--- config.mk ---
export PLATFORM = sky130hd
export DESIGN_NAME = io_bus_decode
export DESIGN_NICKNAME = d
export VERILOG_FILES = /design/src/design/io_hub_pkg.sv /design/src/design/io_bus_decode.sv
export SDC_FILE = /design/constraint.sdc
export NUM_CORES = 1
export LEC_CHECK = 0
export BUFFER_PORTS_ARGS = -buffer_cell sky130_fd_sc_hd__clkbuf_2
export CAP_MARGIN = 10
export CORE_AREA = 2 2 47 49
export DETAILED_ROUTE_END_ITERATION = 16
export DIE_AREA = 0 0 49 51
export MAX_ROUTING_LAYER = met4
export PLACE_DENSITY = 0.79
export SLEW_MARGIN = 20
export SYNTH_ARGS = -nofsm -noshare
export SYNTH_HDL_FRONTEND = slang
export SYNTH_SLANG_ARGS = --single-unit
--- constraint.sdc ---
create_clock -name vclk -period 1.36
set_input_delay 0.408 -clock vclk [all_inputs]
set_output_delay 0.408 -clock vclk [all_outputs]
set_load 0.005 [all_outputs]
--- src/design/io_hub_pkg.sv ---
/*
 * Shared widths, I/O register numbers and bus structs of the I/O hub.
 * Every block imports this package in its module header.
 */
package io_hub_pkg;

    typedef logic [31:0] word_t;    // bus data word
    typedef logic [7:0]  byte_t;    // uart byte
    typedef logic [4:0]  io_addr_t; // i/o word address, bus addr bits 6:2

    // register map as word addresses inside i/o space
    localparam io_addr_t REG_MS_COUNT  = 5'd0;
    localparam io_addr_t REG_LED       = 5'd1;
    localparam io_addr_t REG_UART_DATA = 5'd2;
    localparam io_addr_t REG_UART_STAT = 5'd3;
    localparam io_addr_t REG_SPI_DATA  = 5'd4;
    localparam io_addr_t REG_SPI_CTRL  = 5'd5;

    localparam logic [3:0] IO_SPACE_NIBBLE = 4'hE; // top nibble of i/o addresses

    // decoded processor access
    typedef struct packed {
        logic     io_en; // access falls in i/o space
        logic     wr;    // write access
        io_addr_t addr;  // word address
        word_t    wdata; // write data
    } io_req_t;

    // one-cycle write strobes, one per writable register
    typedef struct packed {
        logic led;
        logic uart_tx;
        logic uart_deq;
        logic spi_data;
        logic spi_ctrl;
    } io_wstb_t;

endpackage

--- src/design/io_bus_decode.sv ---
/*
 * Input side of the I/O hub. Turns the processor bus into an I/O request
 * and combinational per-register write strobes.
 */
`timescale 1ns/1ps

module io_bus_decode import io_hub_pkg::*; (
    input  logic     cpu_sel_i,
    input  logic     cpu_we_i,
    input  word_t    cpu_addr_i,
    input  word_t    cpu_wdata_i,
    output io_req_t  req_o,
    output io_wstb_t wstb_o
);

    logic     io_en;
    logic     io_wr;
    io_addr_t io_addr;

    assign io_en   = cpu_sel_i && (cpu_addr_i[31:28] == IO_SPACE_NIBBLE);
    assign io_addr = cpu_addr_i[6:2]; // word address
    assign io_wr   = io_en && cpu_we_i;

    always_comb begin
        req_o.io_en = io_en;
        req_o.wr    = cpu_we_i;
        req_o.addr  = io_addr;
        req_o.wdata = cpu_wdata_i;
    end

    // a write to the status register pops the receive queue
    always_comb begin
        wstb_o.led      = io_wr && (io_addr == REG_LED);
        wstb_o.uart_tx  = io_wr && (io_addr == REG_UART_DATA);
        wstb_o.uart_deq = io_wr && (io_addr == REG_UART_STAT);
        wstb_o.spi_data = io_wr && (io_addr == REG_SPI_DATA);
        wstb_o.spi_ctrl = io_wr && (io_addr == REG_SPI_CTRL);
    end

endmodule

After elaboration in Yosys (flattened, before gate mapping)
Index checks and enable logic that the tools add are counted.
Widths: inputs -> output; s select.

word-level totals
  input bits = 66
  logic and storage cells = 13
  output and inout bits = 44
  register bits after elaboration = 0

operators by class
  equal/unequal tests = 6
  reductions and logical operators = 7

operators with widths
  cell                number
  $eq 5x2->1 const B  2
  $eq 5x3->1 const B  2
  $logic_and 1x1->1   7
  $eq 5x1->1 const B  1
  $eq 4x4->1 const B  1

Logic depth before layout (Yosys ltp)
  word-level depth = 4
  mapped depth = 3
  depth with buffers taken out = 2

Worst setup path before layout
Ideal clock, no wire load.

  kind = in2out
  start point = input cpu_addr_i[6]
  end point = output wstb_o[0] (netlist bit)
  stages on the path = 2
  required time = 952 ps
  arrival time = 963 ps
  path slack = -11 ps
  path through = nand4bb_4 > nor4_1

RTL lines
  item                RTL line             RTL
  start: declaration  io_bus_decode.sv:10  input word_t cpu_addr_i,
  end: declaration    io_bus_decode.sv:13  output io_wstb_t wstb_o

==> impl_metrics.toml <==
[routing]
route.final.wire_length_um = 635
drt_drc_violations_left = 0
vias = 236
vias_per_cell = 3.58
first_pass_iteration_count_of_the_detailed_router = 3
postRouteAntennaNets = 0
routedWlPerCell_um = 9.62
drtIter0Drc = 1

[synth]
yosys-mux-area-fraction = 0
synth_top_family_by_area = "buffers and inverters"
synthDistinctLibCells = 9
synthesized_area_um2 = 405
synthesis.instances = 52
yosys_warnings = 0
synth_fa_ha_area_frac = 0
synth.net_count = 118
synth_simple_gate_area_frac = 0.269
synth-xor-area-share = 0
fraction_of_the_yosys_area_taken_by_sequential_cells = 0
synth_compound_gate_area_share = 0
synthesis.area_per_instance_um2 = 7.80

[floorplanning]
start_util = 0.196
die_area_mm2 = 0.00250
core_area_mm2 = 0.00206
die-height_um = 51
design.portCount = 110
placement_rows = 17
die_width_um = 49

[grt]
global_route.usage.met2 = 0.0868
maximum_number_of_pins_on_one_net_before_global_route_repair = 6
m3_gr_usage = 0.0117
grt-busiest-layer = "met2"
grtUsageMet1 = 0.0404
first_pass_grt_wire_length_um = 910
grt.overflow.total = 0
antenna_violations_before_repair = 0
track_usage = 0.0442
first_global_vias = 204

[sta]
tcrit_tclk_final = 1.12
number_of_endpoints_failing_setup_at_the_final_stage = 5
worst_pin_slew_ns = 0.206
finalHoldViolations = 0
slew_violations = 0
timing.slew.headroom = 0.861
setup_slack_ns = -0.159
setup_total_negative_slack_ns = -0.755
grt_setup_unrepaired = "yes"
min_period_ns = 1.52
clock.fmax_mhz = 658

[clock_network]
post-cts-setup-buffer-count = 0
hold_buffers = 0

[layout]
final_layout_size_suffix_gt1_frac = 0.895
regArea_um2 = 0
mostFrequentLayoutCell = "sky130_fd_sc_hd__clkbuf_2"
antenna_cells = 0
syn2layout_area_growth_pct = -13.3
final_nets = 106
clockBufferCount = 0
fin_util = 0.170
layout.cells.most_common_list = "sky130_fd_sc_hd__clkbuf_2, sky130_fd_sc_hd__nor4_2, sky130_fd_sc_hd__buf_2, sky130_fd_sc_hd__buf_6"
numSequentialCells = 0

[worst_setup_path]
critical_path_class = "in -> out"
cp_max_fo = 5
worst_path_cell_trace = "buf_6 -> nand4b_4 -> nor4_2 -> buf_2"
timing.critical_path.slowest_stage_cell = "sky130_fd_sc_hd__nor4_2"
critPathMaxStageDelay_ns = 0.25
cp.arrival_ns = 1.11
critPathLaunchType = "primary input"
critical_path.endpoint_type = "primary output"
worst-endpoint-required_ns = 0.95

[min_path]
hp-class = "in -> out"

[placed_design]
detailed_place_hpwl_um = 505
gp_congestion = 0.676
port_buffers = 23

[job]
cap_viol_max_count = 0

[power]
power-per-cell-area_mw_per_mm2 = 207
leakage_nw = 0.168
power.ir.vdd_worst_uv = 83.1

[outcome]
failed_checks = "setup timing"
status = "finished with violations"
## cell families (layout without fill, tap and decap cells)
kind of cell,count (synthesis),after routing
buf+inv,40,26
simple gates,12,12
## cells in the mapped netlist, drive strengths merged
master	instances	share of area
buf	39	0.72
nand2b	3	0.046
nor2	1	0.0093
nand4b	1	0.037
inv	1	0.0093
nand4bb	1	0.068
nand4	1	0.015
nor4	5	0.093
## timing repair
action,CTS,global route
gates resized for setup,7,13
setup endpoints to repair,5,6
hold endpoints to repair,0,0
pin swaps,5,2
## worst paths after layout
path | start | end | slack (ns) | cells after the start
worst max-delay path | cpu_addr_i[28] | wstb_o[3] | -0.16 | 4
worst min-delay path | cpu_wdata_i[12] | req_o[12] | 0.82 | 0
## critical path, delay by kind of cell
family	cells	cell delay, ns
and+or+nand+nor	2	0.46
buffers and inverters	2	0.24
## metrics by stage
stage / power (W) / cells / worst slack [ns] / hold WS [ns] / area (µm²)
after floorplan: 0.000104 / 52 / -0.0108 / 0.840 / 405
after global placement: 0.0000522 / 66 / -0.236 / 0.816 / 278
after detailed placement: 0.0000538 / 66 / -0.295 / 0.816 / 278
after CTS: 0.0000655 / 66 / -0.165 / 0.816 / 327
after global routing: 0.0000777 / 66 / -0.200 / 0.816 / 352
final: 0.0000727 / 66 / -0.159 / 0.816 / 352
## layer usage
layer | vias to the layer above | share of wire
met3 | 2 | 0.12
met1 | 113 | 0.31
met2 | 15 | 0.56
li1 | 106 | -
met4 | 0 | 0.013
met5 | - | 0
## layout make-up
type               instances  area, µm²
fillers                  237       1710
multi-input cells         12        158
repair buffers            25        155
well taps                 28       35.0
inverters                  1       3.75
## report_power, final
part	leakage, nW	switching (W)	total [W]	internal, W
combinational	0.168	0.0000317	0.0000727	0.0000410
sequential	0	0	0	0
clock	0	0	0	0
Note: power is estimated with default switching activity, not from simulation.
