`config.mk`:
```
export PLATFORM = sky130hd
export DESIGN_NAME = ms_timer
export DESIGN_NICKNAME = d
export VERILOG_FILES = /design/src/design/io_hub_pkg.sv /design/src/design/ms_timer.sv
export SDC_FILE = /design/constraint.sdc
export NUM_CORES = 1
export LEC_CHECK = 0
export ABC_CLOCK_PERIOD_IN_PS = 2150
export BUFFER_PORTS_ARGS = -buffer_cell sky130_fd_sc_hd__clkbuf_2
export CAP_MARGIN = 10
export CORE_MARGIN = 4
export CORE_UTILIZATION = 51
export DETAILED_ROUTE_END_ITERATION = 10
export PLACE_DENSITY_LB_ADDON = 0.05
export SLEW_MARGIN = 20
export SYNTH_ARGS = -nofsm -noshare
export SYNTH_HDL_FRONTEND = slang
export SYNTH_SLANG_ARGS = --single-unit
export TNS_END_PERCENT = 5
```
`constraint.sdc`:
```
create_clock -name clk_cpu -period 2.15 [get_ports clk_cpu]
set_input_delay 0.43 -clock clk_cpu [delete_from_list [all_inputs] [get_ports clk_cpu]]
set_output_delay 0.43 -clock clk_cpu [all_outputs]
set_load 0.005 [all_outputs]
```
`src/design/io_hub_pkg.sv`:
```
/*
 * Shared widths, I/O register numbers and bus structs of the I/O hub.
 * Every block imports this package in its module header.
 */
package io_hub_pkg;

    typedef logic [31:0] word_t;    // bus data word
    typedef logic [7:0]  byte_t;    // uart byte
    typedef logic [4:0]  io_addr_t; // i/o word address, bus addr bits 6:2

    // register map as word addresses inside i/o space
    localparam io_addr_t REG_MS_COUNT  = 5'd0;
    localparam io_addr_t REG_LED       = 5'd1;
    localparam io_addr_t REG_UART_DATA = 5'd2;
    localparam io_addr_t REG_UART_STAT = 5'd3;
    localparam io_addr_t REG_SPI_DATA  = 5'd4;
    localparam io_addr_t REG_SPI_CTRL  = 5'd5;

    localparam logic [3:0] IO_SPACE_NIBBLE = 4'hE; // top nibble of i/o addresses

    // decoded processor access
    typedef struct packed {
        logic     io_en; // access falls in i/o space
        logic     wr;    // write access
        io_addr_t addr;  // word address
        word_t    wdata; // write data
    } io_req_t;

    // one-cycle write strobes, one per writable register
    typedef struct packed {
        logic led;
        logic uart_tx;
        logic uart_deq;
        logic spi_data;
        logic spi_ctrl;
    } io_wstb_t;

endpackage

```
`src/design/ms_timer.sv`:
```
/*
 * Free-running millisecond counter. A cycle prescaler wraps every
 * FREQ_HZ/1000 clocks and advances the 32-bit count by one.
 */
`timescale 1ns/1ps

module ms_timer import io_hub_pkg::*; #(
    parameter int FREQ_HZ = 25_000_000
) (
    input  logic  clk_cpu,
    input  logic  rst_n,
    output word_t ms_count_o
);

    localparam int CYC_PER_MS = FREQ_HZ / 1000;
    localparam int PRE_W      = (CYC_PER_MS > 1) ? $clog2(CYC_PER_MS) : 1;

    logic [PRE_W-1:0] presc;
    logic             limit;

    assign limit = (presc == PRE_W'(CYC_PER_MS - 1)); // last cycle of the ms

    always_ff @(posedge clk_cpu) begin
        if (!rst_n) begin
            presc      <= '0;
            ms_count_o <= '0;
        end else begin
            if (limit) begin
                presc      <= '0;
                ms_count_o <= ms_count_o + word_t'(1);
            end else begin
                presc <= presc + PRE_W'(1);
            end
        end
    end

endmodule

```
# After elaboration in Yosys (flattened, before gate mapping)
# Index checks and enable logic that the tools add are counted.
# totals
reg_bits	47
latchBits	0
mem_bits_rw	0
mem_bits_ro	0
input_bits	2
output_inout_bits	32
n_memories	0
# op_classes
add_sub_neg	2
mul	0
div_mod_pow	0
order_cmp	0
eq_ne	1
shifts	0
mux	0
bitwise	1
reduce_logical	1
# op_table
op	count
$add 32x1->32 const B	1
$add 15x1->15 const B	1
$eq 15x15->1 const B	1
$reduce_or 2->1	1
$not 1->1	1

# Depth between registers and ports, before layout
# depth
ltp_word	2
ltp_mapped	8

# Worst setup path after synthesis
# OpenSTA, ideal clock, no wires.
# synth_timing
path_type	reg-to-reg
from	reg presc[11]
to	reg ms_count_o[20]
arrival_time_ns	2.243
required_ns	2.080
path_slack_ns	-0.163
path_stages_with_launch	7
period_less_slack_ns	2.313
path_cell_list	dfxtp_1 -> or4b_4 -> or4_4 -> buf_6 -> buf_6 -> or4_1 -> a21oi_1
# synth_between
elab_chain_len	1
# synth_rtl
item	line	text
from (decl)	ms_timer.sv:18	logic [PRE_W-1:0] presc;
from (signal assigned)	ms_timer.sv:32	presc <= presc + PRE_W'(1);
$eq 15x15->1	ms_timer.sv:21	assign limit = (presc == PRE_W'(CYC_PER_MS - 1));
to (signal assigned)	ms_timer.sv:30	ms_count_o <= ms_count_o + word_t'(1);
to (decl)	ms_timer.sv:12	output word_t ms_count_o
# No other way between the ends.
# A chain may end at the register's enable or synchronous reset.

# Worst setup path in the final report
# layout_timing
from	reg presc[10]
to	reg ms_count_o[21]
# Same word-level chain as after synthesis.

==> results.ini <==
[outcome]
run_status = finished with violations
violations = setup timing

[synthesis]
synth-edff-count = 0
postSynthAreaPerCell_um2 = 8.64
synthTopCellsByCount = 47 x dfxtp_1, 28 x a21oi_1, 26 x or4_1, 22 x o31ai_1, 17 x nand3_1
synth.top_cell.area_share_pct = 40.9
yosysWarnings = 0
synthCells = 266
seq_area_frac_synth_pct = 40.9
syn_area_um2 = 2300
synth_ff_type = dfxtp_1
synth_top_cell_by_area = dfxtp_1
synth-seq-cells = 47
synth_area_leaders = dfxtp_1 41%, or4_1 8.5%, o31ai_1 7.2%, a21oi_1 6.1%, nand3_1 3.7%
synthMostInstantiatedCell = dfxtp_1
synthArstFlopShare_pct = 0
syn-num-nets = 270
ys_types = 31

[place]
dpl_cell_area_um2 = 2700
gp_congestion = 0.785
port-buffer-count = 33
hpwl_mm = 3.73
place_inst = 365

[route]
drt_iter0_markers = 162
postRouteAntennaNets = 0
drt-pass1-iter-count = 4
drt-total-wl_mm = 5.29
vias = 2199
drt-wirelength-per-cell_um = 14.3
drcViolationCount = 0
viasPerCell = 5.93

[grt]
overflow = 0
grt_usage_pct = 19.7
grt_max_degree = 31
busiest_layer = met2
grt_first_pass_wirelength_mm = 8.69
grtUsageMet1_pct = 25.3
met3_usage_pct = 5.07
use_met2_pct = 32.5
grt_pass1_vias = 1936
grt_antenna_before_repair = 0

[timing]
relSlewSlack_pct = 75.8
fin_tns_setup_ns = -0.419
fin_ws_ns = -0.0530
fmax_mhz = 454
post-route-period-util_pct = 102
min_period_ns = 2.20
rsz0062_at_grt = yes
setup_violations = 13
worst_pin_slew_ns = 0.362
hold_viol_final = 0
skew_ns = 0.00766
finalMaxSlewViolations = 0

[clocking]
cts-root-buf = clkbuf_8
clkTransAtPathRegs_ns = 0.08
cts_tree = done
clk_latency_ns = 0.29
htree_num_levels = 2
post_cts_buffers = 0
cts_hold_buf = 0
clock_sinks = 47
cts_max_path_buffers = 2
numCtsBuffers = 5

[floorplanning]
die_h_um = 75.1
dieWidth_um = 75.1
core_area_um2 = 4350
initial_core_util_pct = 52.8
ioPinCount = 34
die_area_um2 = 5640
num_rows = 24

[critical_path]
crit_path_end_kind = register
critical_path_arrival_ns = 2.43
cp_max_fo = 12
crit_path_start_kind = register
worst_ep_required_time_ns = 2.38
crit_type = reg2reg

[cells_and_area]
area_growth_pct = 22.4
antennaDiodeCount = 0
fillers = 394
fin_cells = 371
nNetsFinal = 324
fin_util_pct = 64.6
fin_area_um2 = 2810
drive_gt1_share_pct = 25.4

[power]
p_clk_share_pct = 34.7
p_total_w = 0.00141
switching_share_pct = 21.4
ir_drop_v = 0.000354
p_comb_share_pct = 3.1
switching_power_w = 0.000301
p_int_w = 0.00111
pwr-share-seq_pct = 62.2
power_leakage_nw = 0.992
p_per_area_nw_per_um2 = 501

[min_path]
hp-class = in2reg

[run]
max_cap_violations = 0

-- worst max-delay path, stage by stage, from the launching register on --
cell     delay (ns)
dfxtp_2        0.33
or4b_4         0.54
or4_4          0.46
buf_6          0.16
or4_4          0.51
a21oi_2        0.14
-- cell families after synthesis --
family / after synthesis / synth area share (%)
flip-flops: 47 / 40.9
XOR/XNOR: 13 / 4.95
AO/OA/AOI/OAI: 58 / 15.3
buffers and inverters: 21 / 4.46
adder cells (fa/ha/maj): 2 / 1.09
multiplexers: 3 / 1.31
AND/OR/NAND/NOR: 122 / 32.0
-- repair_timing --
| item | 4_1_cts | 5_1_grt |
|---|---|---|
| resized for setup | 4 | 5 |
| pin swaps | 8 | 3 |
| setup endpoints to repair | 20 | 20 |
-- cell usage in the layout, fill, tap and decap left out --
| master | netlist | layout |
|---|---|---|
| dfxtp_1 | 47 | 45 |
| clkbuf_2 | 0 | 33 |
| buf_4 | 0 | 28 |
| a21oi_1 | 28 | 26 |
| o31ai_1 | 22 | 22 |
| or4_1 | 26 | 22 |
| nand3_1 | 17 | 17 |
| nand2_1 | 16 | 16 |
| nor2_1 | 16 | 16 |
| nand4_1 | 13 | 13 |
| xor2_1 | 8 | 8 |
| and4_1 | 6 | 6 |
| o21ai_1 | 6 | 6 |
| or3_1 | 6 | 6 |
| or4_4 | 1 | 5 |
| xnor2_1 | 5 | 5 |
| clkbuf_8 | 0 | 5 |
| and3_1 | 4 | 4 |
| inv_1 | 4 | 4 |
| nand2b_1 | 3 | 3 |
| mux2i_1 | 3 | 3 |
| and2_1 | 3 | 3 |
| nand4bb_1 | 2 | 2 |
| nand4b_1 | 2 | 2 |
| nor4_1 | 4 | 2 |
| nor3_1 | 2 | 2 |
| nor4_2 | 0 | 2 |
| a21oi_2 | 0 | 2 |
| ha_1 | 2 | 2 |
| buf_12 | 0 | 2 |
| dfxtp_2 | 0 | 2 |
| or4b_4 | 1 | 1 |
| o31a_1 | 1 | 1 |
| o21a_1 | 1 | 1 |
| clkbuf_1 | 11 | 1 |
| buf_6 | 3 | 1 |
-- metal layers --
metal  vias to the layer above  wire length [um]
met5                         -                 0
met4                         0                46
met3                         5               251
met2                        46              2580
met1                      1021              2420
li1                       1127                 -
-- cell type report --
class                           count  area (um2)  area share, %
Multi-Input combinational cell    198        1290           45.9
Sequential cell                    47         943           33.5
Timing Repair Buffer               64         427           15.2
Clock buffer                        6        72.6           2.58
Tap cell                           52        65.1           2.31
Inverter                            4        15.0          0.534
-- through the flow --
| step | hold WS (ns) | setup slack [ns] |
|---|---|---|
| 6_report | 0.473 | -0.0530 |
| 5_1_grt | 0.482 | -0.118 |
| 4_1_cts | 0.459 | -0.0547 |
| 3_5_place_dp | 0.491 | -0.0833 |
| 3_3_place_gp | 0.477 | -0.0131 |
| 2_1_floorplan | 0.430 | -0.0298 |
-- final timing paths --
path | from | end | slack, ns | cells after the start
max | presc[10] | ms_count_o[21] | -0.05 | 5
min | rst_n | ms_count_o[29] | 0.47 | 2
max reg2reg | presc[10] | ms_count_o[21] | -0.05 | 5
min reg2reg | presc[13] | presc[13] | 0.50 | 2
-- sequential cells by signal, indices dropped and copies added (netlist names) --
register and count:
ms_count_o 32, presc 15
-- power by group through the flow --
stage | clock, W | sequential (W) | combinational (W)
finish | 0.000490 | 0.000877 | 0.0000435
global route | 0.000542 | 0.000878 | 0.0000483
CTS | 0.000508 | 0.000877 | 0.0000440
detailed placement | 0 | 0.000898 | 0.0000435
global placement | 0 | 0.000897 | 0.0000433
floorplan | 0 | 0.000899 | 0.0000195
Power figures use the tool's default switching activity.
