===== src/design/io_hub_pkg.sv =====
/*
 * Shared widths, I/O register numbers and bus structs of the I/O hub.
 * Every block imports this package in its module header.
 */
package io_hub_pkg;

    typedef logic [31:0] word_t;    // bus data word
    typedef logic [7:0]  byte_t;    // uart byte
    typedef logic [4:0]  io_addr_t; // i/o word address, bus addr bits 6:2

    // register map as word addresses inside i/o space
    localparam io_addr_t REG_MS_COUNT  = 5'd0;
    localparam io_addr_t REG_LED       = 5'd1;
    localparam io_addr_t REG_UART_DATA = 5'd2;
    localparam io_addr_t REG_UART_STAT = 5'd3;
    localparam io_addr_t REG_SPI_DATA  = 5'd4;
    localparam io_addr_t REG_SPI_CTRL  = 5'd5;

    localparam logic [3:0] IO_SPACE_NIBBLE = 4'hE; // top nibble of i/o addresses

    // decoded processor access
    typedef struct packed {
        logic     io_en; // access falls in i/o space
        logic     wr;    // write access
        io_addr_t addr;  // word address
        word_t    wdata; // write data
    } io_req_t;

    // one-cycle write strobes, one per writable register
    typedef struct packed {
        logic led;
        logic uart_tx;
        logic uart_deq;
        logic spi_data;
        logic spi_ctrl;
    } io_wstb_t;

endpackage


===== src/design/io_read_mux.sv =====
/*
 * Output side of the I/O hub. Builds the processor read word from the
 * register number; zero outside I/O space and for unused registers.
 */
`timescale 1ns/1ps

module io_read_mux import io_hub_pkg::*; (
    input  io_req_t req_i,
    input  word_t   ms_count_i,
    input  byte_t   rx_data_i,
    input  logic    rx_ready_i,
    input  logic    tx_rdy_i,
    input  word_t   spi_rx_i,
    input  logic    spi_rdy_i,
    output word_t   rdata_o
);

    always_comb begin
        rdata_o = '0;
        if (req_i.io_en) begin
            case (req_i.addr)
                REG_MS_COUNT:  rdata_o = ms_count_i;
                REG_UART_DATA: rdata_o = word_t'(rx_data_i);
                REG_UART_STAT: rdata_o = {30'd0, tx_rdy_i, rx_ready_i}; // tx bit 1, rx bit 0
                REG_SPI_DATA:  rdata_o = spi_rx_i;
                REG_SPI_CTRL:  rdata_o = word_t'(spi_rdy_i);
                default:       rdata_o = '0; // led and unused regs
            endcase
        end
    end

endmodule


===== config.mk =====
export PLATFORM = sky130hd
export DESIGN_NAME = io_read_mux
export DESIGN_NICKNAME = d
export VERILOG_FILES = /design/src/design/io_hub_pkg.sv /design/src/design/io_read_mux.sv
export SDC_FILE = /design/constraint.sdc
export NUM_CORES = 1
export LEC_CHECK = 0
export BUFFER_PORTS_ARGS = -buffer_cell sky130_fd_sc_hd__buf_2
export CAP_MARGIN = 20
export CORE_AREA = 3 3 65 55
export DETAILED_ROUTE_END_ITERATION = 10
export DIE_AREA = 0 0 68 58
export GPL_TIMING_DRIVEN = 0
export PLACE_DENSITY = 0.82
export SLEW_MARGIN = 15
export SYNTH_ARGS = -nofsm -noshare
export SYNTH_HDL_FRONTEND = slang
export SYNTH_SLANG_ARGS = --single-unit

===== constraint.sdc =====
create_clock -name vclk -period 1.8
set_input_delay 0.36 -clock vclk [all_inputs]
set_output_delay 0.36 -clock vclk [all_outputs]
set_load 0.03 [all_outputs]

# == Yosys cells after proc, flatten, opt, wreduce, memory -nomap -nowiden ==
# Index checks and enable logic that the tools add are counted.
# word_totals
reg_bits,0
wordCells,7
output_inout_bits,32
ramBits,0
latch_bits,0
romBits,0
mem_count,0
# classes
reduce_logical,1
multipliers,0
n_lt_le_gt_ge,0
shift,0
bitwise,0
add_sub_neg,0
muxes,2
n_div,0
eq_ne,4
# ops
op,count
$pmux W32 S5,1
$mux W32,1
$eq A5 B2 Y1 const B,2
$eq A5 B3 Y1 const B,2
$logic_not A5 Y1,1

# == Longest topological paths before layout ==
# Gate-level depths: netlist (run 1).
# depth
ltp_word,3
depth_mapped,5

# == Worst setup path before layout (run 1) ==
# OpenSTA, ideal clock, no wires.
# synth_timing
kind,input-to-output
start,input port req_i[32] in the netlist's numbering
end,output port rdata_o[27]
stages,5
setup_slack_ns,-0.167
path_buffers,2
arrival_ns,1.607
t_required_ns,1.440
path_cell_list,buf_4 -> nor4_4 -> buf_6 -> nand3_1 -> a21oi_1
# synth_via
elab_chain_len,3
word_cells_on_any_way,7
# synth_lines
item,line,rtl
start: declaration,io_read_mux.sv:8,"input io_req_t req_i,"
"$eq A5 B3 Y1, or another cell as far along",io_read_mux.sv:21,case (req_i.addr)
$pmux W32 S5 (*),io_read_mux.sv:21,
$mux W32 (*),io_read_mux.sv:20,if (req_i.io_en) begin
end: declaration,io_read_mux.sv:15,output word_t rdata_o
# Every way passes the cells marked *; elsewhere a longest branch is shown, timed or not.

# == Worst setup path after layout (run 1) ==
# layout_timing
start,input port req_i[33] in the netlist's numbering
end,output port rdata_o[4]
# The elaborated chain is that of the path after synthesis.

==> metrics, run 1 <==
RSZ-0062 raised after global routing=true; Port Buffers=110; Critical Path End Type=primary output; clock buffer count=0; grt total ovfl=0; Final ANT Viol Nets=0; ANT cells=0; status=finished with violations; max-cap violations=0; Req. time, crit path=approximately 1.4 ns; # nets final=roughly 370; largest fanout on the critical path=10; most common cell after layout, fill and taps aside=buf_2; share of cells above drive strength 1=0.822; Pre-Repair DR Iteration Count=4; vias in the first global route=around 1,600; failing checks=setup timing; Hold Fails Final Rpt=0; total die area=between 3000 and 4000 um^2; Slew Limit Headroom=0.603; first-pass GRT wire length=about 6.9 mm; detailed router's first-iteration violation count=slightly above 60; worst path buffer plus inverter count=2; critical path type=in -> out; total power=0.000309 W; Netlist cell types=22; synth top area cells=nand3_1 (31%), a21oi_1 (12%), mux2_2 (11%), buf_6 (8.2%), a32oi_1 (6.4%); cts hold-fix bufs=0; num ports=approximately 150; Layout area overhead=180%; part of the Yosys area used for sequential elements=0; critical path arrival=about 1.5 ns; DIE WIDTH=~70 um; Worst path slowest cell=nor2b_1; initial antenna violation count=0; GRT Total Usage=0.216; share of the synthesized area in the top cell type=0.311; CP cell instances=buf_6 -> nor2b_1 -> a32oi_1 -> nor2_2 -> buf_4; Post-Route WL=around 5.1 mm; Fmax=roughly 540 MHz; slowest stage delay, CP=~0.51 ns; vias per cell=around 5.4; Core Area=just over 3000 um^2; Crit path depth=5; cell family with most CP delay=simple AND/OR/NAND/NOR gates; hold depth=4; most frequent cells in the layout=buf_2 (77), buf_6 (41), nand3_1 (31); gp weighted congestion=0.703; final worst setup slack=-0.0647 ns; Synth area leader=nand3_1; Post-DP HPWL=a little over 3 mm; CP startpoint kind=input pin; Max rail drop VDD=between 0.09 and 0.1 mV; Worst-Margin Slew=between 0.5 and 0.6 ns; Synth Warn #=0; synthesized cell area=822 um^2; Power Density=around 130 nW/um^2; WL/cell=approximately 18 um; Synth Area per Inst=6.42 um^2; max-slew violations=0; Worst Hold Class=in -> out; seq_cells=0; DR DRC count=0; largest net degree at the start of global routing=11; vias=roughly 1,600; syn nets=between 200 and 250; Final Setup Violations=32; Final min period=roughly 1.9 ns; Die Y=58 um; Initial Utilization=0.272; final worst path period share=1.04; Leakage=approximately 0.83 nW; num rows=18; Reg area=0 um^2; synthesized instance count=about 130; Util after Layout=0.763
## synth_stat cells
master and instances:
a21oi_1 19, a21oi_2 5, a31oi_1 2, a32oi_1 6, and3_1 1, buf_2 4, buf_4 6, buf_6 6
clkbuf_1 1, mux2_2 8, nand2_1 1, nand3_1 51, nand4_1 1, nand4_2 1, nand4b_1 1, nor2_1 9
nor2b_1 1, nor3_4 1, nor3b_1 1, nor4_4 1, o21ai_0 1, or3b_1 1
## tightest hold or removal path: cells and delay by family
kind / cells / cell delay [ns]
buffers and inverters: 2 / 0.23
and+or+nand+nor: 1 / 0.07
AOI/OAI and AO/OA: 1 / 0.05
## path summary, 6_finish.rpt
check,start,endpoint,slack [ns]
worst max-delay path,req_i[33],rdata_o[4],-0.06
worst min-delay path,ms_count_i[30],rdata_o[30],1.08
## cells by family after synthesis
kind of cell    synth area share
mux                        0.110
compound gates             0.254
simple gates               0.470
buf+inv                    0.166
## per-stage QoR
| stage | instance area [um^2] | cells | setup TNS, ns | setup slack [ns] | hold slack [ns] |
|---|---|---|---|---|---|
| after floorplan | 1090 | 128 | -0.0266 | -0.0266 | 0.902 |
| after global placement | 1690 | 278 | -7.08 | -0.363 | 1.11 |
| after detailed placement | 1690 | 278 | -6.81 | -0.355 | 1.12 |
| after CTS | 2140 | 293 | -0.355 | -0.0362 | 1.09 |
| after global routing | 2300 | 293 | -2.90 | -0.149 | 1.08 |
| final | 2300 | 293 | -1.25 | -0.0647 | 1.08 |
## repair_timing
item,CTS,global route
resized for setup,94,35
gates cloned,3,2
pin swaps,5,4
setup buffers,12,0
setup endpoints to repair,31,32
## routing by layer
metal / part of all wire / up-vias / global-route usage / wire [um]
li1: - / 739 / - / -
met1: 0.39 / 752 / 0.265 / 2010
met2: 0.51 / 86 / 0.405 / 2640
met3: 0.084 / 6 / 0.0271 / 433
met4: 0.011 / 0 / 0.0255 / 54
met5: 0 / - / 0 / 0
## layout make-up
type | instances | area [um^2]
timing repair buffer | 126 | 936
tap | 40 | 50.0
buffer | 16 | 218
multi-input combinational | 111 | 1100
fill | 203 | 716
## power breakdown
part	total (W)	internal, W	leakage [nW]	switching (W)
Sequential	0	0	0	0
Combinational	0.000309	0.000158	0.830	0.000151
Clock	0	0	0	0
Total	0.000309	0.000158	0.830	0.000151
No activity file was read; power rests on OpenSTA's default activity.
==> run 2, diff against run 1 <==
CORE_AREA = 3 3 69 58   (was 3 3 65 55)
DIE_AREA = 0 0 72 61   (was 0 0 68 58)
PLACE_DENSITY = 0.76   (was 0.82)
clock period = 1.5 ns   (was 1.8 ns; I/O delays follow)
==> run 2 against run 1 <==
Compared with the run above:
- the run still ends with setup timing left
- combinational power grew 19%
- sequential share of layout area unchanged
- via count down 6.9%
- final area is 2.5% higher
- worst setup slack got worse by 0.15 ns
- core utilization fell by 6.9 points
- critical path depth rose by 2
- wire length is 16% lower
- critical endpoint is now rdata_o[11]
==> metrics, run 2 (synthesis gave the netlist of run 1 again) <==
status=finished with violations; failing checks=setup timing; Port Buffers=110 (unchanged); dpl cells=280 (+0.72%); WL/cell=14.9 um (-15%); Leakage=0.802 nW (-3.4%); GRT Total Usage=0.193 (-0.0229); seq_cells=0 (unchanged); vias per cell=5.11 (-5.3%); Core Area=3400 um^2 (+13%); detailed router's first-iteration violation count=22 (-64%); most common cell after layout, fill and taps aside=buf_2; cts hold-fix bufs=0 (unchanged); Worst-Margin Slew=0.478 ns (-0.116 ns); Final ANT Viol Nets=0 (unchanged); Worst path slowest cell=nor4_4; CP startpoint kind=input pin; Reg area=0 um^2 (unchanged); Layout area overhead=187%; Hold Fails Final Rpt=0 (unchanged); Req. time, crit path=1.20 ns (-0.24 ns); most frequent cells in the layout=buf_2 (77), buf_6 (41), nand3_1 (25); cell family with most CP delay=buffers and inverters; Max rail drop VDD=0.131 mV (+36%); total die area=4390 um^2 (+11%); Worst Hold Class=in -> out; Die Y=61 um (+5.2%); ANT cells=0 (unchanged); gp weighted congestion=0.657 (-6.6%); RSZ-0062 raised after global routing=true; Fmax=about 580 MHz; Post-Route WL=4.29 mm (-16%); DR DRC count=0 (unchanged); # nets final=362 (-1.9%); final worst path period share=1.14; Initial Utilization=0.242 (-0.0306); CP cell instances=buf_12 -> nor4_4 -> buf_6 -> buf_12 -> nand3_2 -> a21oi_4 -> buf_6; num ports=146 (unchanged); Worst Hold Slack=0.958 ns (-0.117 ns); Post-DP HPWL=3.08 mm (+1.0%); clock buffer count=0 (unchanged); max-slew violations=0 (unchanged); worst path buffer plus inverter count=4 (+2); vias in the first global route=1,493 (-5.2%); max-cap violations=0 (unchanged); Critical Path End Type=primary output; slowest stage delay, CP=0.27 ns (-0.24 ns); first-pass GRT wire length=6.98 mm (+0.49%); critical path type=in -> out; final worst setup slack=-0.212 ns (-0.148 ns); Final Setup Violations=32 (unchanged); Slew Limit Headroom=0.680 (+0.0774); Filler cells=241 (+19%); largest net degree at the start of global routing=11 (unchanged); num rows=19 (+1); grt total ovfl=0 (unchanged); largest fanout on the critical path=10 (unchanged); vias=1,473 (-6.9%); Final min period=~1.7 ns; Power Density=156 nW/um^2 (+16%); critical path arrival=1.41 ns (-0.09 ns); DIE WIDTH=72 um (+5.9%); share of cells above drive strength 1=0.841 (+0.0193); Non-Filler Instances=288 (-1.7%); initial antenna violation count=0 (unchanged); Pre-Repair DR Iteration Count=4 (unchanged)
-- run 2: changes by cell type in the layout (fill, tap and decap cells not counted), sizes merged --
cell,delta
clkbuf,-3
buf,-4
-- run 2: timing repair --
| item | CTS | global route |
|---|---|---|
| cloned | 3 | 0 |
| pin swaps | 8 | 6 |
| endpoints found under the setup margin | 32 | 32 |
| setup buffers | 4 | 1 |
| gates resized for setup | 121 | 19 |
-- run 2: report_power, final --
part / internal, W / switching [W] / leakage [nW]
registers: 0 / 0 / 0
clock network: 0 / 0 / 0
logic: 0.000188 / 0.000180 / 0.802
-- run 2: worst min-delay path, cell delays in order --
cell and delay, ns:
buf_2 0.10, nand3_2 0.08, a21oi_4 0.05, buf_6 0.13
-- run 2: stage by stage --
stage	instance area (um^2)	util	setup slack [ns]	power, W	TNS, ns
3_5_place_dp	1720	0.506	-0.455	0.000274	-12.28
2_1_floorplan	1120	-	-0.144	0.000143	-4.33
6_report	2360	0.694	-0.212	0.000368	-6.12
4_1_cts	2260	0.664	-0.229	0.000346	-6.10
3_3_place_gp	1720	0.506	-0.462	0.000273	-12.74
5_1_grt	2360	0.694	-0.268	0.000394	-7.50
-- run 2: final cells by class --
class	instances	area, um^2	area share
multi-input combinational	111	1180	0.501
tap	42	52.6	0.0223
buffer	17	244	0.103
timing repair buffer	118	881	0.373
-- run 2: layer usage --
layer | share of wire | vias to the layer above | global-route usage
met5 | 0 | - | 0
met4 | 0 | 0 | 0
met3 | 0.095 | 0 | 0.0331
met2 | 0.50 | 74 | 0.365
met1 | 0.40 | 673 | 0.246
li1 | - | 726 | -
-- run 2: worst paths after layout --
check             cells after the start          end    startpoint  slack, ns
setup / recovery                      7  rdata_o[11]     req_i[35]      -0.21
hold / removal                        4  rdata_o[26]  spi_rx_i[26]       0.96
==> run 3, diff against run 2 <==
CORE_AREA = 3 3 63 53   (was 3 3 69 58)
DIE_AREA = 0 0 66 56   (was 0 0 72 61)
PLACE_DENSITY = 0.87   (was 0.76)
clock period = 2 ns   (was 1.5 ns; I/O delays follow)
==> run 3 against run 2 <==
Compared with the run above:
- the flow now finishes without violations
- highest routed layer is now met4
- sequential share of layout area stayed put
- core utilization shrank 8.3 points
- count of clock-buffer cells in the layout did not move
- hold slack improved by 0.19 ns
- via count down 1.8%
- largest cell class is now buffers
- critical path depth stayed put
- wire length fell by 14%
- flip-flop and latch count stayed put
- cell count fell by 2.8%
==> metrics, run 3 (synthesis gave the netlist of run 1 again) <==
status=finished, final reports clean; Die Y=56 um (-8.2%); Worst Setup EP=rdata_o[13]; Post-Route WL=3.71 mm (-14%); Slew Limit Headroom=0.697 (+0.0163); setup_tns=0 ns (+6.12 ns); total die area=3700 um^2 (-16%); first-pass GRT wire length=5.50 mm (-21%); Initial Utilization=0.300 (+0.0578); vias=1,446 (-1.8%); most frequent cells in the layout=buf_2 (90), nand3_1 (48), a21oi_2 (24); Final Setup Violations=0 (-100%); Req. time, crit path=1.60 ns (+0.40 ns); Leakage=0.703 nW (-12%); Worst Setup SP=req_i[35]; DIE WIDTH=66 um (-8.3%); RSZ-0062 raised after global routing=true; cell family with most CP delay=buffers and inverters; Core Area=2740 um^2 (-19%); initial antenna violation count=0 (unchanged); fin area=1680 um^2 (-29%); max-slew violations=0 (unchanged); Pint=0.000106 W (-43%); Port Buffers=110 (unchanged); Clock Power Share=0 (unchanged); vias in the first global route=1,271 (-15%); Sw Share=0.476 (-0.0129); largest net degree at the start of global routing=11 (unchanged); total power=0.000203 W (-45%); Reg area=0 um^2 (unchanged); Reg power frac=0 (unchanged); CP startpoint kind=input pin; Max rail drop VDD=0.0894 mV (-32%); Crit path depth=7 (unchanged); CP cell instances=buf_2 -> nor4_4 -> buf_6 -> buf_8 -> nand3_1 -> a21oi_2 -> buf_2; Post-DP HPWL=2.90 mm (-5.5%); Layout area overhead=104%; Worst Hold Slack=1.15 ns (+0.188 ns); Cell Area, Placed=1500 um^2 (-13%); Non-Filler Instances=280 (-2.8%); critical path type=in -> out; critical path arrival=1.57 ns (+0.16 ns); final worst path period share=0.983; Final min period=between 1.5 and 2 ns; share of cells above drive strength 1=0.711 (-0.131); gp weighted congestion=0.756 (+15%); seq_cells=0 (unchanged); Worst-Margin Slew=0.454 ns (-0.0244 ns); detailed router's first-iteration violation count=65 (+200%); grt total ovfl=0 (unchanged); # nets final=358 (-1.1%); switching power=0.0000966 W (-46%); max-cap violations=0 (unchanged); Fmax=between 500 and 600 MHz; Worst Hold Class=in -> out; WL/cell=13.2 um (-11%); vias per cell=5.16 (+0.97%); Critical Path End Type=primary output; num rows=17 (-2); Power Density=121 nW/um^2 (-22%); DR DRC count=0 (unchanged); worst path buffer plus inverter count=4 (unchanged); Pre-Repair DR Iteration Count=4 (unchanged); most common cell after layout, fill and taps aside=buf_2; ANT cells=0 (unchanged); Logic pwr share=1.000 (about the same); slowest stage delay, CP=0.31 ns (+0.04 ns); dpl cells=276 (-1.4%); Final ANT Viol Nets=0 (unchanged); largest fanout on the critical path=10 (unchanged); Worst path slowest cell=nor4_4; GRT Total Usage=0.172 (-0.0207); most used cell, CP=buf_2; Hold Fails Final Rpt=0 (unchanged); num ports=146 (unchanged); clock buffer count=0 (unchanged)
run 3: cell types whose count changed in the layout (fill, tap and decap cells not counted), moves of 4 or more:
cell	previous run	this run
buf_6	41	15
nand3_4	7	0
buf_12	7	0
buf_2	77	90
nand3_2	19	3
nor2_2	6	2
a21oi_4	24	0
buf_4	5	20
a21oi_2	0	24
nand3_1	25	48
nor2_1	1	7
run 3: what timing repair did:
item                       in CTS  in global routing
setup buffers                   2                  2
pin swaps                       1                  5
resized for setup               4                 62
setup endpoints to repair      23                 31
gates cloned                    0                  1
hold buffers                    0                  0
run 3: area by class of cell:
cell class / instances / area, um^2
multi-input combinational: 111 / 783
timing repair buffer: 115 / 698
tap: 38 / 47.5
buffer: 16 / 149
fill: 257 / 1070
run 3: worst min path at each step:
stage | from | end | cells after the start
2_1_floorplan | spi_rx_i[30] | rdata_o[30] | 2
3_3_place_gp | ms_count_i[14] | rdata_o[14] | 4
3_5_place_dp | spi_rx_i[30] | rdata_o[30] | 4
4_1_cts | spi_rx_i[30] | rdata_o[30] | 4
5_1_grt | ms_count_i[14] | rdata_o[14] | 4
6_report | ms_count_i[25] | rdata_o[25] | 4
run 3: power groups by stage:
stage | combinational, W | sequential [W] | clock [W]
2_1_floorplan | 0.0000933 | 0 | 0
3_3_place_gp | 0.000187 | 0 | 0
3_5_place_dp | 0.000189 | 0 | 0
4_1_cts | 0.000193 | 0 | 0
5_1_grt | 0.000222 | 0 | 0
6_report | 0.000203 | 0 | 0
run 3: layer usage:
layer  GRT usage  wire [um]  up-vias
li1            -          -      717
met2       0.313       1810       75
met5           0          0        -
met1       0.229       1530      652
met4     0.00580         14        0
met3      0.0162        359        2
run 3: metrics by stage:
stage	setup slack, ns	util
after floorplan	0.0400	-
after global placement	-0.138	0.546
after detailed placement	-0.139	0.546
after CTS	0.00638	0.554
after global routing	-0.0401	0.611
final	0.0333	0.611
