[src/design/io_hub_pkg.sv]
/*
 * Shared widths, I/O register numbers and bus structs of the I/O hub.
 * Every block imports this package in its module header.
 */
package io_hub_pkg;

    typedef logic [31:0] word_t;    // bus data word
    typedef logic [7:0]  byte_t;    // uart byte
    typedef logic [4:0]  io_addr_t; // i/o word address, bus addr bits 6:2

    // register map as word addresses inside i/o space
    localparam io_addr_t REG_MS_COUNT  = 5'd0;
    localparam io_addr_t REG_LED       = 5'd1;
    localparam io_addr_t REG_UART_DATA = 5'd2;
    localparam io_addr_t REG_UART_STAT = 5'd3;
    localparam io_addr_t REG_SPI_DATA  = 5'd4;
    localparam io_addr_t REG_SPI_CTRL  = 5'd5;

    localparam logic [3:0] IO_SPACE_NIBBLE = 4'hE; // top nibble of i/o addresses

    // decoded processor access
    typedef struct packed {
        logic     io_en; // access falls in i/o space
        logic     wr;    // write access
        io_addr_t addr;  // word address
        word_t    wdata; // write data
    } io_req_t;

    // one-cycle write strobes, one per writable register
    typedef struct packed {
        logic led;
        logic uart_tx;
        logic uart_deq;
        logic spi_data;
        logic spi_ctrl;
    } io_wstb_t;

endpackage

[src/design/io_ctrl_regs.sv]
/*
 * LED and SPI control registers, plus the one-cycle UART transmit and
 * SPI start pulses registered together with their data.
 */
`timescale 1ns/1ps

module io_ctrl_regs import io_hub_pkg::*; (
    input  logic       clk_cpu,
    input  logic       rst_n,
    input  io_wstb_t   wstb_i,
    input  word_t      wdata_i,
    output byte_t      led_o,
    output logic [1:0] spi_ss_n_o,
    output logic       spi_fast_o,
    output logic       spi_start_o,
    output word_t      spi_tx_o,
    output logic       tx_start_o,
    output byte_t      tx_data_o
);

    logic [2:0] spi_ctrl; // fast flag, slave select 1, slave select 0

    assign spi_ss_n_o = ~spi_ctrl[1:0]; // selects are active low
    assign spi_fast_o = spi_ctrl[2];

    always_ff @(posedge clk_cpu) begin
        if (!rst_n) begin
            led_o       <= '0;
            spi_ctrl    <= '0;
            tx_start_o  <= 1'b0;
            spi_start_o <= 1'b0;
        end else begin
            tx_start_o  <= wstb_i.uart_tx;  // single cycle pulse
            spi_start_o <= wstb_i.spi_data;
            if (wstb_i.led) begin
                led_o <= wdata_i[7:0];
            end
            if (wstb_i.spi_ctrl) begin
                spi_ctrl <= wdata_i[2:0];
            end
        end
    end

    // data held until the next start
    always_ff @(posedge clk_cpu) begin
        if (wstb_i.uart_tx) begin
            tx_data_o <= wdata_i[7:0];
        end
        if (wstb_i.spi_data) begin
            spi_tx_o <= wdata_i;
        end
    end

endmodule

[config.mk]
export PLATFORM = sky130hd
export DESIGN_NAME = io_ctrl_regs
export DESIGN_NICKNAME = d
export VERILOG_FILES = /design/src/design/io_hub_pkg.sv /design/src/design/io_ctrl_regs.sv
export SDC_FILE = /design/constraint.sdc
export NUM_CORES = 1
export LEC_CHECK = 0
export ABC_AREA = 1
export BUFFER_PORTS_ARGS = -buffer_cell sky130_fd_sc_hd__buf_4
export CORE_ASPECT_RATIO = 2
export CORE_MARGIN = 5
export CORE_UTILIZATION = 43
export CTS_BUF_LIST = sky130_fd_sc_hd__clkbuf_8 sky130_fd_sc_hd__clkbuf_16
export CTS_CLUSTER_SIZE = 12
export DETAILED_ROUTE_END_ITERATION = 10
export GPL_ROUTABILITY_DRIVEN = 0
export GPL_TIMING_DRIVEN = 0
export HOLD_SLACK_MARGIN = 0.02
export PLACE_DENSITY = 0.74
export SLEW_MARGIN = 25
export SYNTH_ARGS = -nofsm -noshare
export SYNTH_HDL_FRONTEND = slang
export SYNTH_SLANG_ARGS = --single-unit
[constraint.sdc]
create_clock -name clk_cpu -period 0.8 [get_ports clk_cpu]
set_input_delay 0.04 -clock clk_cpu [delete_from_list [all_inputs] [get_ports clk_cpu]]
set_output_delay 0.04 -clock clk_cpu [all_outputs]
set_load 0.1 [all_outputs]
== Yosys cells after proc, flatten, opt, wreduce, memory -nomap -nowiden ==
Cells that the tools add are included.
Cells by class
  bitwise gates (word level): 1
Operators by type and width (number)
  inverter 2 bit: 1
Word-level totals
  bits in registers: 53
  input bits: 39
  output and inout port bits: 53
  word-level logic and storage cells: 7

== Longest topological paths before layout ==
Gate-level depths: netlist of run 1.
  depth in word-level cells: 1
  depth in mapped cells: 5
  gate-level depth less buffers: 4

== Worst setup path before layout of run 1 ==
Ideal clock, no wire load.
  path kind: register -> register
  from: reg, netlist name led_o[4]
  to: reg led_o[4]
  library setup time: 63 ps
  arrival: 1151 ps
  data required time: 737 ps
  slack: -414 ps
  cell stages (with the launch flop): 3
  buffers on the path: 0
  clock period less this slack: 1214 ps
  path through: dfxtp_1 nor2_1 nor2_2
RTL lines
  to (signal assigned): RTL line io_ctrl_regs.sv:36  | led_o <= wdata_i[7:0];
  to (decl): RTL line io_ctrl_regs.sv:12  | output byte_t led_o,

== Worst setup path in the final report of run 1 ==
  from: reg spi_tx_o[10]
  to: out spi_tx_o[10]
RTL lines
  from (decl): RTL line io_ctrl_regs.sv:16  | output word_t spi_tx_o,
  from (signal assigned): RTL line io_ctrl_regs.sv:50  | spi_tx_o <= wdata_i;
No word-level cell between the ends.

==> results of run 1 <==
-- worst min-delay path by stage --
stage                      from           end  slack, ps  depth (start not counted)
finish                wstb_i[4]      led_o[7]          9                          4
detailed placement  wdata_i[17]  spi_tx_o[17]        220                          1
floorplan             wstb_i[1]   spi_start_o        140                          2
CTS                   wstb_i[3]    tx_start_o         30                          3
global placement    wdata_i[10]  spi_tx_o[10]        220                          1
global route          wstb_i[4]      led_o[7]         20                          4
-- power by group --
group	internal, mW	switching (mW)	total, mW
clock	0.595	0.769	1.36
sequential	3.18	0.130	3.31
combinational	0.720	1.77	2.49
-- registers in the layout, summed over array words and instances, names as in the netlist --
name         cells
spi_tx_o        32
led_o            8
tx_data_o        8
spi_ctrl         3
spi_start_o      1
tx_start_o       1
-- routing by layer --
metal / track usage, % / vias to the layer above / share of wire, %
li1: - / 629 / -
met1: 18.5 / 610 / 32
met2: 35.7 / 76 / 57
met3: 5.70 / 7 / 10
met4: 4.61 / 0 / 0.95
met5: 0 / - / 0
-- layout make-up --
type | instances | share of cell area (%)
flip-flops and latches | 53 | 46.6
repair buffers | 123 | 40.7
multi-input cells | 46 | 5.53
clock buffers | 5 | 2.14
well taps | 51 | 1.99
inverters | 12 | 1.64
plain buffers | 3 | 0.935
clock inverters | 3 | 0.429
-- cells in the final DEF (no fill, tap or decap) --
cell / synthesis / routed
dlygate4sd3_1: 0 / 34
dfxtp_2: 0 / 5
nand2_1: 24 / 24
clkinvlp_4: 0 / 2
buf_8: 0 / 1
nor2_2: 2 / 2
inv_2: 0 / 1
edfxtp_1: 40 / 40
buf_12: 0 / 11
dfxtp_4: 0 / 8
nor2_1: 20 / 20
buf_6: 2 / 43
clkbuf_8: 0 / 5
buf_4: 1 / 37
clkinv_2: 0 / 2
inv_1: 12 / 10
-- kinds of logic after synthesis --
| group | synth area share (%) |
|---|---|
| buffers and inverters | 4.38 |
| DFF | 85.3 |
| and+or+nand+nor | 10.4 |
-- repair_timing --
action | CTS | global route
endpoints found under the hold margin | 48 | 0
setup endpoints to repair | 53 | 59
hold buffers | 35 | 0
cloned | 0 | 0
gates resized for setup | 75 | 2
==> impl_metrics.toml, run 1 <==
[sta]
maxSlewViolCount = 0
setup_viol = 53
fin_skew_ps = 0
relSlewSlack_pct = 72.2
tightest_slew_ps = 417
fin_crit_sh_pct = 122
rsz0062_at_grt = "yes"
layout_setup_ws_ps = -173
period_minus_slack_ps = 973
hold_violations = 0
hold_slack_ps = 9.25
fmax_ghz = 1.03
finalSetupTns_ps = -6000

[setup_path]
cp-start-kind = "flip-flop"
crit_family = "flip-flops"
r2r-end = "led_o[6]"
cp.arrival_ps = 930
endpoint_kind = "output port"
r2r_slack_ps = 170
worstSetupPathType = "reg2out"
r2r_start = "led_o[6]"
cp_cell_sequence = "buf_6"
rr_worst_depth = 2
slowest_stage = "edfxtp_1"
cpPeakStageDelay_ps = 430
cp_max_fo = 1
startpoint = "spi_tx_o[10]"
path_depth = 1
crit_buf_inv = 1
required_ps = 760
cp-endpoint = "spi_tx_o[10]"

[synth]
synthArstFlopShare_pct = 0
synthesis.nets = 153
yosysMostFrequentCell = "edfxtp_1"
ys_seq_area_share_pct = 85.3
synth_edf_count = 40
synth_largest_area_cell = "edfxtp_1"
yosysTopAreaCellShare_pct = 70.1
netlist_top_cells_count = "edfxtp_1 (40), nand2_1 (24), nor2_1 (20), dfxtp_1 (13), inv_1 (12)"
synth-main-ff-cell = "edfxtp_1"
syn_inst = 114
synth-seq-cells = 53
postSynthAreaPerCell_sq_um = 15.0
syn_area_sq_um = 1710
yosys_warnings = 0
synthTopCellsByArea = "edfxtp_1 (70%), dfxtp_1 (15%), nand2_1 (5.3%), nor2_1 (4.4%), inv_1 (2.6%)"
synth.distinct_cells = 8

[route]
drt-pass1-iter-count = 4
drt_iter0_drc = 23
via_per_inst = 4.47
wl_per_cell_um = 16.3
drc = 0
vias = 1322
antenna_left = 0
routed_wl_um = 4840

[cells_and_area]
multiInputGateArea_sq_um = 178
stdcell_count = 296
drive_above_1_share_pct = 47.8
area_growth_pct = 87.4
post-route-util_pct = 83.6
antenna_cells = 0
ff_latch_area_sq_um = 1500
fillers = 213
fin_nets = 283
fin_area_sq_um = 3210

[floorplan]
initial_utilization_pct = 44.6
num_rows = 32
dieArea_sq_um = 5430
die_w_um = 54.6
core_sq_um = 3840
boundaryPins = 92
die_h_um = 99.3

[clock_network]
clock_sinks = 53
cts_buffers = 5
clk_latency_ps = 280
cts_tree = "yes"
cts_setup_buffers = 0
clockBufferDepth = 2
root_buffer = "clkbuf_8"
path_clk_slew_ps = 90
cts.htree.levels = 2

[grt]
overflow = 0
grt_pass1_vias = 1413
grt_pass1_wl_um = 7210
antenna_found_initial = 0
grt_use_total_pct = 18.9
grt_max_degree = 34

[placement]
place_ws_ps = 37.8
dp_cells = 254
place_hpwl_um = 3060
postPlaceCellArea_sq_um = 2490
portBuffers = 89

[min_path]
hold_class = "in2reg"

[power]
p_per_area_nw_per_um2 = 2230
total_power_mw = 7.16
power.leakage_nw = 1.40
ir_worst_vdd_mv = 2.00

[run]
maxCapViolations = 0

[outcome]
status = "finished with violations"
failed_checks = "negative setup slack"
Power figures use the tool's default switching activity.
==> inputs of run 2 (changes only) <==
--- a/config.mk
+++ b/config.mk
@@ -6,17 +6,17 @@
 export NUM_CORES = 1
 export LEC_CHECK = 0
 export ABC_AREA = 1
-export BUFFER_PORTS_ARGS = -buffer_cell sky130_fd_sc_hd__buf_4
 export CORE_ASPECT_RATIO = 2
 export CORE_MARGIN = 5
-export CORE_UTILIZATION = 43
+export CORE_UTILIZATION = 60
 export CTS_BUF_LIST = sky130_fd_sc_hd__clkbuf_8 sky130_fd_sc_hd__clkbuf_16
 export CTS_CLUSTER_SIZE = 12
 export DETAILED_ROUTE_END_ITERATION = 10
+export DONT_BUFFER_PORTS = 1
 export GPL_ROUTABILITY_DRIVEN = 0
 export GPL_TIMING_DRIVEN = 0
 export HOLD_SLACK_MARGIN = 0.02
-export PLACE_DENSITY = 0.74
+export PLACE_DENSITY = 0.73
 export SLEW_MARGIN = 25
 export SYNTH_ARGS = -nofsm -noshare
 export SYNTH_HDL_FRONTEND = slang
==> run 2 against run 1 <==
  * The run ends with negative hold slack, negative setup slack left
  * Clock-buffer cell count is the same
  * Critical path type unchanged
  * Sequential share of layout area rose by 18 points
  * Global-route usage increased by 0.053 points
  * Total power shrank 4.3%
  * Core utilization is 0.54 points higher
==> impl_metrics.toml, run 2 (synthesis results as in run 1) <==
[outcome]
status = "finished with violations"
failed_checks = "negative hold slack, negative setup slack"

[power]
power.leakage_nw = 0.933
p_per_area_nw_per_um2 = 2940
ir_worst_vdd_mv = 2.93
total_power_mw = 6.86

[clock_network]
cts.htree.levels = 2
cts_setup_buffers = 0
clk_latency_ps = 290
cts_tree = "yes"
path_clk_slew_ps = 100
root_buffer = "clkbuf_8"
cts_buffers = 5
clockBufferDepth = 2
clock_sinks = 53

[placement]
place_ws_ps = -181
postPlaceCellArea_sq_um = 1790
place_hpwl_um = 2480
portBuffers = 0
dp_cells = 143

[floorplan]
initial_utilization_pct = 61.9
num_rows = 27
die_h_um = 85.6
dieArea_sq_um = 4090
die_w_um = 47.8
boundaryPins = 92
core_sq_um = 2770

[sta]
fin_skew_ps = 0
setup_viol = 53
layout_setup_ws_ps = -527
relSlewSlack_pct = 38.0
hold_slack_ps = -163
rsz0062_at_grt = "yes"
maxSlewViolCount = 0
tightest_slew_ps = 932
period_minus_slack_ps = 1330
fmax_ghz = 0.754
fin_crit_sh_pct = 166
hold_violations = 33

[grt]
grt_pass1_wl_um = 5350
grt_pass1_vias = 1006
grt_max_degree = 34
grt_use_total_pct = 19.0
overflow = 0
antenna_found_initial = 0

[cells_and_area]
fillers = 127
fin_area_sq_um = 2330
fin_nets = 197
reg.largest.list = "spi_tx_o (32), led_o (8), tx_data_o (8)"
top_register = "spi_tx_o"
antenna_cells = 0
layout_common_cells = "edfxtp_1 (40), dlygate4sd3_1 (34), nand2_1 (24), nor2_1 (12)"
layout_commonest_cell = "edfxtp_1"
largest_reg_flops = 32
stdcell_count = 188
drive_above_1_share_pct = 22.0
area_growth_pct = 35.9

[min_path]
hp-start = "wstb_i[1]"
hold_end = "spi_tx_o[13]"
hold_class = "in2reg"
hold_depth = 0

[setup_path]
r2r_start = "spi_ctrl[2]"
cp-start-kind = "flip-flop"
cp_max_fo = 1
r2r-end = "spi_ctrl[2]"
required_ps = 760
r2r_slack_ps = 20
rr_worst_depth = 2
endpoint_kind = "output port"
cp.arrival_ps = 1290
worstSetupPathType = "reg2out"

[run]
maxCapViolations = 0

[route]
wl_per_cell_um = 20.0
drt_iter0_drc = 45
vias = 986
routed_wl_um = 3770
drc = 0
antenna_left = 0
drt-pass1-iter-count = 4
via_per_inst = 5.24
## run 2: where the power goes
part	switching, mW	leakage [nW]	internal [mW]
Combinational	0.186	0.366	0.186
Sequential	1.55	0.507	3.19
Clock	0.819	0.0595	0.926
Total	2.56	0.933	4.30
## run 2: repair_timing
action                                  in CTS  in global routing
pin swaps                                    0                  6
hold buffers                                37                  1
gates resized for setup                      3                 15
endpoints found under the hold margin       93                 34
endpoints found under the setup margin      54                 73
## run 2: worst max-delay path by stage
stage / startpoint / depth (start not counted) / slack, ps / end
6_report: tx_data_o[2] / 0 / -530 / tx_data_o[2]
5_1_grt: tx_data_o[2] / 0 / -560 / tx_data_o[2]
4_1_cts: tx_data_o[2] / 0 / -530 / tx_data_o[2]
3_5_place_dp: tx_data_o[7] / 0 / -180 / tx_data_o[7]
3_3_place_gp: tx_data_o[2] / 0 / -160 / tx_data_o[2]
2_1_floorplan: spi_tx_o[0] / 0 / -140 / spi_tx_o[0]
## run 2: cell type report
type                       count  area (sq um)  area share, %
buffer                         3          33.8           1.45
clock buffer                   5          68.8           2.95
clock inverter                 3          42.5           1.83
inverter                      12          52.6           2.26
multi-input combinational     46           213           9.13
sequential                    53          1510           64.6
tap                           29          36.3           1.56
timing repair buffer          37           378           16.2
## run 2: per-stage QoR
stage               utilization, %  TNS [ps]
floorplan                        -     -5860
global placement              64.8     -6400
detailed placement            64.8     -6640
CTS                           82.4    -22160
global route                  84.1    -22890
finish                        84.1    -21330
## run 2: routing by layer
layer	part of all wire, %	routed length, um	track usage [%]	vias to the layer above
li1	-	-	-	460
met1	35	1330	23.9	446
met4	2.4	91	8.33	0
met3	12	470	6.72	8
met5	0	0	0	-
met2	50	1870	28.7	72
## run 2: worst reg2reg max path: cells and delay by family, from the launching register on
kind	cells	cell delay (ps)
and+or+nand+nor	2	150
DFF	1	560
==> inputs of run 3 (changes only) <==
==> constraint.sdc (replaced) <==
create_clock -name clk_cpu -period 1.7 [get_ports clk_cpu]
set_input_delay 0.085 -clock clk_cpu [delete_from_list [all_inputs] [get_ports clk_cpu]]
set_output_delay 0.085 -clock clk_cpu [all_outputs]
set_load 0.1 [all_outputs]
==> run 3 against run 2 <==
  * The run now ends clean
  * Cell count fell by 0.53%
  * First-iteration DRC count down 53%
  * Wire length increased by 1.2%
  * Clock-buffer cell count unchanged
  * Final area fell by 5.3%
  * Global-route usage is 0.50 points higher
  * Clock power decreased by 62%
  * Setup slack better by 860 ps
  * Clock skew unchanged
  * Non-clock buffer count fell by 1
  * Critical path depth did not move
==> impl_metrics.toml, run 3 (synthesis results as in run 1) <==
[route]
vias = 976
via_per_inst = 5.22
routed_wl_um = 3810
wl_per_cell_um = 20.4
antenna_left = 0
drt-pass1-iter-count = 4
drt_iter0_drc = 21
drc = 0

[run]
maxCapViolations = 0

[sta]
fin_crit_sh_pct = 80.2
hold_violations = 0
finalSetupTns_ps = 0
setup_viol = 0
rsz0062_at_grt = "no"
period_minus_slack_ps = 1360
maxSlewViolCount = 0
relSlewSlack_pct = 34.1
fmax_ghz = 0.734
fin_skew_ps = 0
tightest_slew_ps = 987

[placement]
postPlaceCellArea_sq_um = 1750
portBuffers = 0
place_hpwl_um = 2780
dp_cells = 143

[cells_and_area]
antenna_cells = 0
fillers = 163
area_growth_pct = 28.7
fin_nets = 196
stdcell_count = 187
fin_area_sq_um = 2210
drive_above_1_share_pct = 8.23
layout_common_cells = "edfxtp_1 (40), dlygate4sd3_1 (35), nand2_1 (24), nor2_1 (20)"
largest_reg_flops = 32
top_register = "spi_tx_o"
layout_commonest_cell = "edfxtp_1"
reg.largest.list = "spi_tx_o (32), led_o (8), tx_data_o (8)"

[power]
p_per_area_nw_per_um2 = 1390
power.leakage_nw = 0.893
ir_worst_vdd_mv = 1.03

[floorplan]
initial_utilization_pct = 61.9
die_w_um = 47.8
num_rows = 27
boundaryPins = 92
core_sq_um = 2770
dieArea_sq_um = 4090
die_h_um = 85.6

[setup_path]
endpoint_kind = "output port"
required_ps = 1620
cp.arrival_ps = 1280
cp_max_fo = 2
cp-start-kind = "flip-flop"
worstSetupPathType = "reg2out"

[clock_network]
cts_resized = 0
path_clk_slew_ps = 90
cts_tree = "yes"
cts_buffers = 5
clockBufferDepth = 2
clock_sinks = 53
cts_setup_buffers = 0
root_buffer = "clkbuf_8"
clk_latency_ps = 290
cts.htree.levels = 2

[grt]
antenna_found_initial = 0
grt_use_total_pct = 19.5
grt_pass1_wl_um = 5480
grt_pass1_vias = 1031
grt_max_degree = 34
overflow = 0

[min_path]
hold_class = "in2reg"

[outcome]
status = "completed"
run 3: what timing repair did:
action | in CTS | in global routing
setup endpoints to repair | 0 | 0
hold endpoints to repair | 93 | 0
hold buffers | 36 | 0
run 3: power by group:
part | switching, mW | internal, mW
Clock | 0.372 | 0.287
Sequential | 0.726 | 1.50
Combinational | 0.0958 | 0.0819
Total | 1.19 | 1.87
run 3: through the flow:
step / setup slack [ps] / power (mW) / hold slack [ps] / utilization [%]
final: 337 / 3.06 / 55.8 / 79.6
after global routing: 292 / 3.17 / 62.4 / 79.6
after CTS: 324 / 3.08 / 47.0 / 79.6
after detailed placement: 411 / 2.34 / 184 / 63.2
after global placement: 455 / 2.33 / 184 / 63.2
after floorplan: 486 / 2.31 / 183 / -
run 3: routing by layer:
| layer | vias up | wire length, um | track usage [%] |
|---|---|---|---|
| met5 | - | 0 | 0 |
| met2 | 63 | 2130 | 32.7 |
| met3 | 4 | 395 | 7.56 |
| li1 | 459 | - | - |
| met1 | 450 | 1240 | 20.7 |
| met4 | 0 | 48 | 7.60 |
run 3: path summary, 6_finish.rpt:
kind         cells past startpoint        start          end  slack (ps)
min reg2reg                      2  spi_ctrl[1]  spi_ctrl[1]         500
max reg2reg                      2  spi_ctrl[2]  spi_ctrl[2]         410
max                              0     led_o[6]     led_o[6]         340
min                              4    wstb_i[4]     led_o[2]          60
run 3: layout make-up:
class                   count  area (sq um)  share of cell area [%]
multi-input cells          46           178                    8.05
plain buffers               3          30.0                    1.36
well taps                  29          36.3                    1.64
repair buffers             36           370                    16.8
clock inverters             3          16.3                   0.737
inverters                  12          45.0                    2.04
clock buffers               5          68.8                    3.12
flip-flops and latches     53          1460                    66.3
